[config.mk]
export PLATFORM = sky130hd
export DESIGN_NAME = trans_top
export DESIGN_NICKNAME = d
export VERILOG_FILES = /design/src/hw/trans_pkg.sv /design/src/hw/pos_hash.sv /design/src/hw/table_ram.sv /design/src/hw/trans_ctrl.sv /design/src/hw/trans_top.sv
export SDC_FILE = /design/constraint.sdc
export NUM_CORES = 2
export LEC_CHECK = 0
export BUFFER_PORTS_ARGS = -buffer_cell sky130_fd_sc_hd__buf_2
export CORE_ASPECT_RATIO = 1.1
export CORE_MARGIN = 2
export CORE_UTILIZATION = 40
export CTS_CLUSTER_SIZE = 20
export DETAILED_ROUTE_END_ITERATION = 10
export MAX_ROUTING_LAYER = met4
export PLACE_DENSITY = 0.62
export SLEW_MARGIN = 20
export SYNTH_ARGS = -nofsm -noshare
export SYNTH_HDL_FRONTEND = slang
export SYNTH_SLANG_ARGS = --single-unit
export TNS_END_PERCENT = 100
[constraint.sdc]
create_clock -name clk -period 11.9 [get_ports clk]
set_input_delay 2.975 -clock clk [delete_from_list [all_inputs] [get_ports clk]]
set_output_delay 2.975 -clock clk [all_outputs]
set_load 0.03 [all_outputs]
[src/hw/trans_pkg.sv]
package trans_pkg;

   // ========================================
   // Widths and table geometry
   // ========================================

   localparam int BOARD_WIDTH = 256;           // 64 squares of 4 bits
   localparam int SIDE_WIDTH = 32;             // Board word fed to each hash lane
   localparam int HASH_LANES = BOARD_WIDTH / SIDE_WIDTH;
   localparam int EVAL_WIDTH = 16;

   localparam int TABLE_SIZE_LOG2 = 6;
   localparam int TABLE_SIZE = 1 << TABLE_SIZE_LOG2;

   // ========================================
   // Encodings
   // ========================================

   typedef enum logic
   {
      OP_LOOKUP,
      OP_STORE
   } trans_op_e;

   typedef enum logic [1:0]
   {
      FLAG_NONE,
      FLAG_EXACT,
      FLAG_LOWER,
      FLAG_UPPER
   } bound_flag_e;

   typedef enum logic [1:0]
   {
      ST_IDLE,
      ST_PROBE,
      ST_DECIDE,
      ST_RESP
   } ctrl_state_e;

   // Zero maps to zero, which is harmless for a hash key
   function automatic logic [31:0] xorshift32(input logic [31:0] x);
      logic [31:0] s;
      s = x ^ (x << 13);
      s = s ^ (s >> 17);
      s = s ^ (s << 5);
      return s;
   endfunction

endpackage

[src/hw/pos_hash.sv]
`timescale 1ns/1ps

module pos_hash
(
   input  logic                                clk,
   input  logic                                reset,

   input  logic                                in_valid,
   output logic                                in_ready,
   input  trans_pkg::trans_op_e                in_op,
   input  logic [trans_pkg::BOARD_WIDTH-1:0]   in_board,
   input  logic                                in_white_to_move,
   input  logic [3:0]                          in_castle_mask,
   input  logic [3:0]                          in_en_passant_col,
   input  logic [trans_pkg::EVAL_WIDTH-1:0]    in_eval,
   input  logic [7:0]                          in_depth,
   input  trans_pkg::bound_flag_e              in_flag,

   output logic                                out_valid,
   input  logic                                out_ready,
   output trans_pkg::trans_op_e                out_op,
   output logic [31:0]                         out_hash,
   output logic [trans_pkg::EVAL_WIDTH-1:0]    out_eval,
   output logic [7:0]                          out_depth,
   output trans_pkg::bound_flag_e              out_flag,

   output logic                                busy
);

   logic v1, v2, v3, v4;
   logic en1, en2, en3, en4;

   // Per-stage key data
   logic [trans_pkg::SIDE_WIDTH-1:0] s1_word [trans_pkg::HASH_LANES];
   logic [31:0] s1_extra;
   logic [31:0] s2_sum_a, s2_sum_b, s2_extra;
   logic [31:0] s3_key;

   // Request fields riding beside the key
   trans_pkg::trans_op_e op1, op2, op3;
   logic white1, white2, white3;
   logic [trans_pkg::EVAL_WIDTH-1:0] eval1, eval2, eval3;
   logic [7:0] depth1, depth2, depth3;
   trans_pkg::bound_flag_e flag1, flag2, flag3;

   // A stage loads when it is empty or its contents move on
   assign en4 = ~v4 | out_ready;
   assign en3 = ~v3 | en4;
   assign en2 = ~v2 | en3;
   assign en1 = ~v1 | en2;

   assign in_ready = en1;
   assign out_valid = v4;
   assign busy = v1 | v2 | v3 | v4;

   always_ff @(posedge clk)
   begin
      if (reset)
      begin
         v1 <= 1'b0;
         v2 <= 1'b0;
         v3 <= 1'b0;
         v4 <= 1'b0;
      end
      else
      begin
         if (en1) v1 <= in_valid;
         if (en2) v2 <= v1;
         if (en3) v3 <= v2;
         if (en4) v4 <= v3;
      end
   end

   // ========================================
   // Datapath
   // ========================================

   always_ff @(posedge clk)
   begin
      if (en1)
      begin
         for (int i = 0; i < trans_pkg::HASH_LANES; i++)
            s1_word[i] <= trans_pkg::xorshift32(in_board[i*trans_pkg::SIDE_WIDTH +:
                                                          trans_pkg::SIDE_WIDTH]);
         s1_extra <= {28'd0, in_castle_mask ^ in_en_passant_col};
         op1 <= in_op;
         white1 <= in_white_to_move;
         eval1 <= in_eval;
         depth1 <= in_depth;
         flag1 <= in_flag;
      end
      if (en2)
      begin
         s2_sum_a <= s1_word[0] - s1_word[1] + s1_word[2] - s1_word[3];
         s2_sum_b <= s1_word[4] - s1_word[5] + s1_word[6] - s1_word[7];
         s2_extra <= s1_extra;
         {op2, white2, eval2, depth2, flag2} <= {op1, white1, eval1, depth1, flag1};
      end
      if (en3)
      begin
         s3_key <= s2_sum_a + s2_sum_b + s2_extra;
         {op3, white3, eval3, depth3, flag3} <= {op2, white2, eval2, depth2, flag2};
      end
      if (en4)
      begin
         out_hash <= white3 ? trans_pkg::xorshift32(s3_key) : s3_key;  // Side to move
         out_op <= op3;
         out_eval <= eval3;
         out_depth <= depth3;
         out_flag <= flag3;
      end
   end

endmodule

[src/hw/table_ram.sv]
`timescale 1ns/1ps

module table_ram
(
   input  logic                                    clk,
   input  logic                                    reset,

   input  logic                                    rd_en,
   input  logic [trans_pkg::TABLE_SIZE_LOG2-1:0]   rd_addr,
   output logic                                    rd_valid,
   output logic [31:0]                             rd_tag,
   output logic [trans_pkg::EVAL_WIDTH-1:0]        rd_eval,
   output logic [7:0]                              rd_depth,
   output trans_pkg::bound_flag_e                  rd_flag,

   input  logic                                    wr_en,
   input  logic [trans_pkg::TABLE_SIZE_LOG2-1:0]   wr_addr,
   input  logic [31:0]                             wr_tag,
   input  logic [trans_pkg::EVAL_WIDTH-1:0]        wr_eval,
   input  logic [7:0]                              wr_depth,
   input  trans_pkg::bound_flag_e                  wr_flag
);

   logic [31:0] tag_mem [trans_pkg::TABLE_SIZE];
   logic [trans_pkg::EVAL_WIDTH-1:0] eval_mem [trans_pkg::TABLE_SIZE];
   logic [7:0] depth_mem [trans_pkg::TABLE_SIZE];
   trans_pkg::bound_flag_e flag_mem [trans_pkg::TABLE_SIZE];

   logic [trans_pkg::TABLE_SIZE-1:0] valid_bits;  // One bit per entry

   always_ff @(posedge clk)
   begin
      if (reset)
      begin
         valid_bits <= '0;
         rd_valid <= 1'b0;
      end
      else
      begin
         if (wr_en) valid_bits[wr_addr] <= 1'b1;
         if (rd_en) rd_valid <= valid_bits[rd_addr];
      end
   end

   always_ff @(posedge clk)
   begin
      if (wr_en)
      begin
         tag_mem[wr_addr] <= wr_tag;
         eval_mem[wr_addr] <= wr_eval;
         depth_mem[wr_addr] <= wr_depth;
         flag_mem[wr_addr] <= wr_flag;
      end
      if (rd_en)
      begin
         rd_tag <= tag_mem[rd_addr];       // Old data on a same-address write
         rd_eval <= eval_mem[rd_addr];
         rd_depth <= depth_mem[rd_addr];
         rd_flag <= flag_mem[rd_addr];
      end
   end

endmodule

[src/hw/trans_ctrl.sv]
`timescale 1ns/1ps

module trans_ctrl
(
   input  logic                                    clk,
   input  logic                                    reset,

   input  logic                                    hq_valid,
   output logic                                    hq_ready,
   input  trans_pkg::trans_op_e                    hq_op,
   input  logic [31:0]                             hq_hash,
   input  logic [trans_pkg::EVAL_WIDTH-1:0]        hq_eval,
   input  logic [7:0]                              hq_depth,
   input  trans_pkg::bound_flag_e                  hq_flag,

   output logic                                    rsp_valid,
   input  logic                                    rsp_ready,
   output logic                                    rsp_hit,
   output logic [31:0]                             rsp_hash,
   output logic [trans_pkg::EVAL_WIDTH-1:0]        rsp_eval,
   output logic [7:0]                              rsp_depth,
   output trans_pkg::bound_flag_e                  rsp_flag,

   output logic                                    rd_en,
   output logic [trans_pkg::TABLE_SIZE_LOG2-1:0]   rd_addr,
   input  logic                                    rd_valid,
   input  logic [31:0]                             rd_tag,
   input  logic [trans_pkg::EVAL_WIDTH-1:0]        rd_eval,
   input  logic [7:0]                              rd_depth,
   input  trans_pkg::bound_flag_e                  rd_flag,

   output logic                                    wr_en,
   output logic [trans_pkg::TABLE_SIZE_LOG2-1:0]   wr_addr,
   output logic [31:0]                             wr_tag,
   output logic [trans_pkg::EVAL_WIDTH-1:0]        wr_eval,
   output logic [7:0]                              wr_depth,
   output trans_pkg::bound_flag_e                  wr_flag,

   output logic                                    busy
);

   trans_pkg::ctrl_state_e state;

   // Item being worked on
   trans_pkg::trans_op_e cur_op;
   logic [31:0] cur_hash;
   logic [trans_pkg::EVAL_WIDTH-1:0] cur_eval;
   logic [7:0] cur_depth;
   trans_pkg::bound_flag_e cur_flag;

   logic hit;
   logic replace;

   assign hit = rd_valid && (rd_tag == cur_hash);
   // Only a matching entry that is deeper than the new one survives a store
   assign replace = !hit || (cur_depth >= rd_depth);

   assign hq_ready = (state == trans_pkg::ST_IDLE);
   assign rsp_valid = (state == trans_pkg::ST_RESP);
   assign busy = (state != trans_pkg::ST_IDLE);

   assign rd_en = (state == trans_pkg::ST_PROBE);
   assign rd_addr = cur_hash[trans_pkg::TABLE_SIZE_LOG2-1:0];

   assign wr_en = (state == trans_pkg::ST_DECIDE) && (cur_op == trans_pkg::OP_STORE) && replace;
   assign wr_addr = cur_hash[trans_pkg::TABLE_SIZE_LOG2-1:0];
   assign wr_tag = cur_hash;
   assign wr_eval = cur_eval;
   assign wr_depth = cur_depth;
   assign wr_flag = cur_flag;

   // ========================================
   // State machine
   // ========================================

   always_ff @(posedge clk)
   begin
      if (reset)
         state <= trans_pkg::ST_IDLE;
      else
      begin
         case (state)
            trans_pkg::ST_IDLE:
               if (hq_valid) state <= trans_pkg::ST_PROBE;
            trans_pkg::ST_PROBE:
               state <= trans_pkg::ST_DECIDE;   // Table read in flight
            trans_pkg::ST_DECIDE:
               state <= (cur_op == trans_pkg::OP_LOOKUP) ? trans_pkg::ST_RESP
                                                         : trans_pkg::ST_IDLE;
            trans_pkg::ST_RESP:
               if (rsp_ready) state <= trans_pkg::ST_IDLE;
            default:
               state <= trans_pkg::ST_IDLE;
         endcase
      end
   end

   always_ff @(posedge clk)
   begin
      if (hq_valid && hq_ready)
      begin
         cur_op <= hq_op;
         cur_hash <= hq_hash;
         cur_eval <= hq_eval;
         cur_depth <= hq_depth;
         cur_flag <= hq_flag;
      end
      if (state == trans_pkg::ST_DECIDE && cur_op == trans_pkg::OP_LOOKUP)
      begin
         rsp_hit <= hit;
         rsp_hash <= cur_hash;
         rsp_eval <= hit ? rd_eval : '0;
         rsp_depth <= hit ? rd_depth : 8'd0;
         rsp_flag <= hit ? rd_flag : trans_pkg::FLAG_NONE;
      end
   end

endmodule

[src/hw/trans_top.sv]
`timescale 1ns/1ps

module trans_top
(
   input  logic                                clk,
   input  logic                                reset,

   input  logic                                req_valid,
   output logic                                req_ready,
   input  trans_pkg::trans_op_e                req_op,
   input  logic [trans_pkg::BOARD_WIDTH-1:0]   req_board,
   input  logic                                req_white_to_move,
   input  logic [3:0]                          req_castle_mask,
   input  logic [3:0]                          req_en_passant_col,
   input  logic [trans_pkg::EVAL_WIDTH-1:0]    req_eval,
   input  logic [7:0]                          req_depth,
   input  trans_pkg::bound_flag_e              req_flag,

   output logic                                rsp_valid,
   input  logic                                rsp_ready,
   output logic                                rsp_hit,
   output logic [31:0]                         rsp_hash,
   output logic [trans_pkg::EVAL_WIDTH-1:0]    rsp_eval,
   output logic [7:0]                          rsp_depth,
   output trans_pkg::bound_flag_e              rsp_flag,

   output logic                                idle
);

   // Hasher to controller
   logic hq_valid, hq_ready;
   trans_pkg::trans_op_e hq_op;
   logic [31:0] hq_hash;
   logic [trans_pkg::EVAL_WIDTH-1:0] hq_eval;
   logic [7:0] hq_depth;
   trans_pkg::bound_flag_e hq_flag;

   // Controller to table
   logic rd_en, rd_valid;
   logic [trans_pkg::TABLE_SIZE_LOG2-1:0] rd_addr, wr_addr;
   logic [31:0] rd_tag, wr_tag;
   logic [trans_pkg::EVAL_WIDTH-1:0] rd_eval, wr_eval;
   logic [7:0] rd_depth, wr_depth;
   trans_pkg::bound_flag_e rd_flag, wr_flag;
   logic wr_en;

   logic hash_busy, ctrl_busy;

   assign idle = ~(hash_busy | ctrl_busy);

   pos_hash hasher
   (
      .clk(clk), .reset(reset),
      .in_valid(req_valid), .in_ready(req_ready), .in_op(req_op), .in_board(req_board),
      .in_white_to_move(req_white_to_move), .in_castle_mask(req_castle_mask),
      .in_en_passant_col(req_en_passant_col), .in_eval(req_eval), .in_depth(req_depth),
      .in_flag(req_flag),
      .out_valid(hq_valid), .out_ready(hq_ready), .out_op(hq_op), .out_hash(hq_hash),
      .out_eval(hq_eval), .out_depth(hq_depth), .out_flag(hq_flag),
      .busy(hash_busy)
   );

   trans_ctrl ctrl
   (
      .clk(clk), .reset(reset),
      .hq_valid(hq_valid), .hq_ready(hq_ready), .hq_op(hq_op), .hq_hash(hq_hash),
      .hq_eval(hq_eval), .hq_depth(hq_depth), .hq_flag(hq_flag),
      .rsp_valid(rsp_valid), .rsp_ready(rsp_ready), .rsp_hit(rsp_hit), .rsp_hash(rsp_hash),
      .rsp_eval(rsp_eval), .rsp_depth(rsp_depth), .rsp_flag(rsp_flag),
      .rd_en(rd_en), .rd_addr(rd_addr), .rd_valid(rd_valid), .rd_tag(rd_tag),
      .rd_eval(rd_eval), .rd_depth(rd_depth), .rd_flag(rd_flag),
      .wr_en(wr_en), .wr_addr(wr_addr), .wr_tag(wr_tag), .wr_eval(wr_eval),
      .wr_depth(wr_depth), .wr_flag(wr_flag),
      .busy(ctrl_busy)
   );

   table_ram tbl
   (
      .clk(clk), .reset(reset),
      .rd_en(rd_en), .rd_addr(rd_addr), .rd_valid(rd_valid), .rd_tag(rd_tag),
      .rd_eval(rd_eval), .rd_depth(rd_depth), .rd_flag(rd_flag),
      .wr_en(wr_en), .wr_addr(wr_addr), .wr_tag(wr_tag), .wr_eval(wr_eval),
      .wr_depth(wr_depth), .wr_flag(wr_flag)
   );

endmodule

## Word-level counts from Yosys, hierarchy flattened

Memories as Yosys holds them, arrays and structs flattened. A register that Yosys moved wholly into a read port is not among the register bits.
Index checks and enable logic that the tools add are counted.

| cells by class | value |
|---|---|
| div/mod/pow operators | 0 |
| equality and inequality tests | 6 |
| mux-type cells | 13 |
| $mul | 0 |
| reductions and logical operators | 11 |
| add/subtract/negate cells | 8 |
| $lt $le $gt $ge | 3 |
| bitwise logic cells | 43 |
| shifts and indexed selects | 0 |

Operators by type and width:

| cell | count |
|---|---|
| $xor A32 B32 Y32 | 18 |
| $xor A32 B15 Y32 | 9 |
| $sub A32 B32 Y32 | 4 |
| $add A32 B32 Y32 | 3 |
| $or A64 B64 Y64 | 1 |
| $add A32 B4 Y32 | 1 |
| $eq A32 B32 Y1 | 1 |
| $mux W32 | 1 |
| $ge A8 B8 Y1 | 1 |
| $or A1 B1 Y1 | 8 |
| $pmux W2 S4 | 1 |
| $lt A6 B7 Y1 const B | 1 |
| $bmux W1 S6 | 1 |
| $demux W1 S6 | 1 |
| $ge A6 B1 Y1 const B | 1 |
| $logic_and A1 B1 Y1 | 6 |
| $mux W1 | 6 |
| $mux W2 | 3 |
| $not A1 Y1 | 6 |
| $eq A2 B2 Y1 const B | 2 |
| $xor A4 B4 Y4 | 1 |
| $eq A2 B1 Y1 const B | 1 |
| $logic_not A2 Y1 | 1 |
| $ne A2 B1 Y1 const B | 1 |
| 5 further kinds | 5 |

| storage, ports and cells | value |
|---|---|
| output and inout port bits | 62 |
| input bits | 296 |
| memory bits (read-only) | 0 |
| word-level logic and storage cells | 131 |
| RAM bits | 3968 |
| bits in latches | 0 |
| memories | 5 |
| register bits | 436 |

Memories:

| name | words | width | read ports | clocked after memory_dff | wr ports | RTL line | text |
|---|---|---|---|---|---|---|---|
| tbl.tag_mem | 64 | 32 | 1 | 1 | 1 | table_ram.sv:24 | `logic [31:0] tag_mem [trans_pkg::TABLE_SIZE];` |
| tbl.eval_mem | 64 | 16 | 1 | 1 | 1 | table_ram.sv:25 | `logic [trans_pkg::EVAL_WIDTH-1:0] eval_mem [trans_pkg::TABLE_SIZE];` |
| tbl.depth_mem | 64 | 8 | 1 | 1 | 1 | table_ram.sv:26 | `logic [7:0] depth_mem [trans_pkg::TABLE_SIZE];` |
| hasher.s1_word | 8 | 32 | 8 | 0 | 8 | pos_hash.sv:34 | `logic [trans_pkg::SIDE_WIDTH-1:0] s1_word [trans_pkg::HASH_LANES];` |
| tbl.flag_mem | 64 | 2 | 1 | 1 | 1 | table_ram.sv:27 | `trans_pkg::bound_flag_e flag_mem [trans_pkg::TABLE_SIZE];` |

## Depth between registers and ports, before layout

| depth | value |
|---|---|
| word-level depth | 7 |
| mapped depth | 17 |
| mapped depth without buffers | 17 |

## Cells and area by module

From an unflattened synthesis, not the netlist that was laid out.

| second synthesis, totals | value |
|---|---|
| cells, all modules | 8189 |
| area total of the unflattened synthesis | 178901.6 sq um |

Modules (own cells, without submodules):

| module | times used | sequential area each (sq um) | cells each | area an instance (sq um) |
|---|---|---|---|---|
| table_ram | 1 | 114509.8 | 5687 | 145002.8 |
| pos_hash | 1 | 15184.6 | 2258 | 29409.5 |
| trans_ctrl | 1 | 3583.4 | 243 | 4485.6 |
| trans_top | 1 | 0.0 | 1 | 3.8 |

## Worst setup path after synthesis

Ideal clock, no wire load.

| timing path | value |
|---|---|
| path kind | register -> output |
| start | register ctrl.state[0] |
| end | output req_ready |
| arrival time | 7.006 ns |
| required time | 8.925 ns |
| path slack | 1.919 ns |
| buffers on the path | 0 |
| cell stages (with the launch flop) | 5 |
| cell sequence | dfxtp_1 -> nor2_1 -> nor2b_1 -> and3_1 -> nand2_1 |

| on the way | value |
|---|---|
| word-level cells in the longest chain between the ends | 5 |

RTL lines:

| item | RTL line | text |
|---|---|---|
| from (decl) | trans_ctrl.sv:42 | `trans_pkg::ctrl_state_e state;` |
| from (signal assigned) | trans_ctrl.sv:79 | `state <= trans_pkg::ST_IDLE;` |
| from (signal assigned) | trans_ctrl.sv:84 | `if (hq_valid) state <= trans_pkg::ST_PROBE;` |
| from (signal assigned) | trans_ctrl.sv:86 | `state <= trans_pkg::ST_DECIDE;` |
| $logic_not A2 Y1 | trans_ctrl.sv:58 | `assign hq_ready = (state == trans_pkg::ST_IDLE);` |
| $or A1 B1 Y1 | pos_hash.sv:47 | `assign en4 = ~v4 \| out_ready;` |
| $or A1 B1 Y1 | pos_hash.sv:48 | `assign en3 = ~v3 \| en4;` |
| $or A1 B1 Y1 | pos_hash.sv:49 | `assign en2 = ~v2 \| en3;` |
| $or A1 B1 Y1 | pos_hash.sv:50 | `assign en1 = ~v1 \| en2;` |
| to (decl) | trans_top.sv:9 | `output logic req_ready,` |

No other way between the ends.

## Worst setup path after layout

| timing path | value |
|---|---|
| start | register ctrl.cur_hash[1], in the netlist ctrl.wr_tag[1] |
| end | memory tbl.eval_mem[10][11] (netlist bit) (enable) |

| on the way | value |
|---|---|
| word-level cells in the longest chain between the ends | 7 |

RTL lines:

| item | RTL line | text |
|---|---|---|
| from (decl) | trans_ctrl.sv:46 | `logic [31:0] cur_hash;` |
| from (signal assigned) | trans_ctrl.sv:103 | `cur_hash <= hq_hash;` |
| $eq A32 B32 Y1 | trans_ctrl.sv:54 | `assign hit = rd_valid && (rd_tag == cur_hash);` |
| $logic_and A1 B1 Y1 | trans_ctrl.sv:54 |  |
| $logic_not A1 Y1 | trans_ctrl.sv:56 | `assign replace = !hit \|\| (cur_depth >= rd_depth);` |
| $logic_or A1 B1 Y1 | trans_ctrl.sv:56 |  |
| $logic_and A1 B1 Y1 | trans_ctrl.sv:65 | `assign wr_en = (state == trans_pkg::ST_DECIDE) && (cur_op == trans_pkg::OP_STORE) && replace;` |
| $mux W1 | table_ram.sv:47 | `if (wr_en)` |
| $mux W1 (implied by the code) | table_ram.sv:50 | `eval_mem[wr_addr] <= wr_eval;` |
| to (decl) | table_ram.sv:25 |  |

Several ways; a longest one is shown, not always the timed one.

==> flow_metrics.py <==
metrics = {
    "drt": {
        "drc": 0,
        "drtIter0Drc": 18753,
        "vias_per_cell": 6.23,
        "ant_nets": 0,
        "dr.pass1.iters": 8,
        "wl_per_cell_um": 36.6,
        "num_vias": 107883,
        "drt_wl_total_um": 634000,
    },
    "place": {
        "dpl_cell_area_um2": 189000,
        "dp_hpwl_um": 361000,
        "place_congestion": 0.915,
        "place_inst": 16478,
        "dp_slack_ns": 5.45,
        "portBuffers": 357,
    },
    "setup_path": {
        "critPathArrivalTime_ns": 7.27,
        "cp-end-kind": "flop",
        "startpoint_type": "flop",
        "worst-r2r-cell-count": 14,
        "path_class": "flop to flop",
        "required_ns": 12.50,
        "path_max_fanout": 49,
    },
    "synth": {
        "syn-num-nets": 10927,
        "synth_area_um2": 179000,
        "synth_top_area_cell": "edfxtp_1",
        "yosys.area_share.simple": 0.0252,
        "yosys_most_used_dff": "edfxtp_1",
        "syn_inst": 10373,
        "ys.warnings.count": 0,
        "synth_compound_area_frac": 0.0829,
        "synth_commonest_cells": "edfxtp_1, a221oi_1, xnor2_1, nor2_1, mux2i_1",
        "synthAdderAreaFrac": 0.0235,
        "ys_types": 80,
        "postSynthAreaPerCell_um2": 17.2,
        "seq_area_frac_synth": 0.745,
        "synth_area_leaders": "edfxtp_1, a221oi_1, mux4_2, xnor2_1, mux2i_1",
        "synth_edf_count": 4391,
        "synth.mux.area_fraction": 0.0662,
        "ys_seq_elements": 4462,
        "synth_top_family_by_area": "compound AO/OA/AOI/OAI gates",
        "async_flop_share": 0,
        "synth.most_common_cell": "edfxtp_1",
        "synth_xor_area_frac": 0.0359,
        "yosysTopAreaCellShare": 0.737,
    },
    "clock_network": {
        "post_cts_buffers": 0,
        "cts.sinks": 4462,
        "cts_hold_buf": 0,
        "ctsResizeCount": 0,
        "clk_latency_ns": 1.04,
        "clk_pin_slew_worst_paths_ns": 0.06,
        "numCtsBuffers": 437,
        "clock-root-buffer": "clkbuf_16",
        "clk_path_buf_depth": 4,
        "cts_tree": "built",
        "htree_num_levels": 5,
    },
    "timing": {
        "worst_pin_slew_ns": 1.36,
        "hold_viol_final": 0,
        "rsz0062_at_grt": "false",
        "slew_headroom": 0.0965,
        "period_share": 0.560,
        "hold_ws_ns": 0.389,
        "fmax_mhz": 150,
        "setup_tns_ns": 0,
        "min_period_ns": 6.67,
        "setup_ws_ns": 5.23,
        "setup_viol": 0,
        "maxSlewViolCount": 0,
        "skew_ns": 0.120,
    },
    "global_route": {
        "grt_pass1_wl_um": 859000,
        "antenna_found_initial": 46,
        "grt_usage": 0.282,
        "grt_pass1_vias": 104662,
        "grt_max_degree": 158,
        "grt_overflow_total": 0,
    },
    "die": {
        "rows": 257,
        "die_w_um": 642,
        "core_area_um2": 445000,
        "start_util": 0.402,
        "die_h_um": 705,
        "die_area_um2": 453000,
        "ios": 358,
    },
    "power_and_ir_drop": {
        "p_per_area_nw_per_um2": 198,
        "peakVddDrop_mv": 0.161,
        "finalPower_mw": 40.3,
        "leakage_nw": 67.1,
    },
    "worst_hold_path": {
        "hold_depth": 0,
        "hold_path.class": "flop to flop",
    },
    "final_layout": {
        "drive_gt1_frac": 0.167,
        "final_cell_count_no_fill": 17318,
        "fin_nets": 11514,
        "post-route-util": 0.457,
        "stdcell_area_um2": 203000,
        "syn_to_final_growth_pct": 13.7,
    },
    "job": {
        "cap_viol_max_count": 0,
    },
    "status": {
        "status": "finished clean",
    },
}
final cells by class:
type | count | area (um2)
diodes | 45 | 113
clock buffers | 543 | 11600
clock inverters | 252 | 2520
fillers | 37797 | 242000
inverters | 321 | 1230
multi-input cells | 5023 | 42500
flip-flops and latches | 4462 | 133000
well taps | 5957 | 7450
repair buffers | 715 | 4770
cells in the final DEF (no fill, tap or decap), types with 23 or more instances in the layout:
cell,count
buf_2,357
inv_1,314
diode_2,45
mux2_2,222
a21o_1,43
xor2_1,194
xnor2_1,540
o22a_1,26
o221ai_1,42
a22oi_1,247
clkbuf_16,445
mux4_2,215
nor4_1,29
a211oi_1,27
nand2_1,260
fa_1,129
clkinv_2,73
nand4_1,38
dfxtp_1,71
nand3_1,29
mux2i_1,450
bufinv_16,39
nor2_4,31
a22o_1,65
nor3_2,61
o22ai_1,199
a21oi_1,423
clkinv_1,97
a221oi_1,563
buf_4,335
nor2_1,446
clkbuf_1,93
edfxtp_1,4391
a31oi_1,84
ha_1,129
o21ai_0,259
nor3_1,23
registers in the layout (all words and copies together), names as in the netlist, 16 cells and up:
register         flops
ctrl.rsp_hash       32
hasher.s2_sum_b     32
ctrl.wr_eval        16
hasher.eval2        16
tbl.flag_mem       128
tbl.rd_tag          32
hasher.s1_word     256
hasher.eval3        16
hasher.out_eval     16
hasher.s3_key       32
hasher.out_hash     32
hasher.eval1        16
tbl.tag_mem       2048
hasher.s2_sum_a     32
tbl.rd_eval         16
tbl.valid_bits      64
tbl.eval_mem      1024
tbl.depth_mem      512
ctrl.rsp_eval       16
ctrl.wr_tag         32
worst max-delay path: stages (launching register included):
cell and delay [ns]:
edfxtp_1 0.34, buf_4 0.61, buf_4 0.61, buf_4 0.62, xor2_1 0.27, nor4_1 0.09
nand4_1 0.12, nor3_1 0.08, nand4_1 0.08, nor2_1 0.08, o21ai_4 0.07, buf_4 0.52
nand3_1 0.71, nor2_4 1.14, buf_4 0.75
kinds of logic (layout without fill, tap and decap cells):
kind of cell | count (synthesis) | in the layout
AOI/OAI and AO/OA | 2113 | 2113
and+or+nand+nor | 1031 | 1031
buffers and inverters | 888 | 1831
DFF | 4462 | 4462
adders and majority gates | 258 | 258
muxes | 887 | 887
xor gates and xnor gates | 734 | 734
other | 0 | 45
power breakdown:
part | total (mW) | leakage [nW] | switching [mW] | internal, mW
combinational | 7.94 | 19.4 | 4.69 | 3.24
clock | 13.8 | 6.83 | 6.04 | 7.73
sequential | 18.6 | 40.9 | 0.454 | 18.1
worst paths after layout:
kind | start | to | slack (ns)
setup reg to reg | ctrl.wr_tag[1] | tbl.eval_mem[10][11] | 5.23
setup / recovery | ctrl.wr_tag[1] | tbl.eval_mem[10][11] | 5.23
hold / removal | hasher.out_eval[1] | ctrl.wr_eval[1] | 0.39
hold reg to reg | hasher.out_eval[1] | ctrl.wr_eval[1] | 0.39
routing by layer:
metal,vias up,track usage,wire [um]
met5,-,-,0
li1,42439,-,-
met1,55036,0.353,227000
met4,0,0.137,36000
met3,1653,0.0678,79500
met2,8755,0.429,292000
Power figures use the tool's default switching activity.
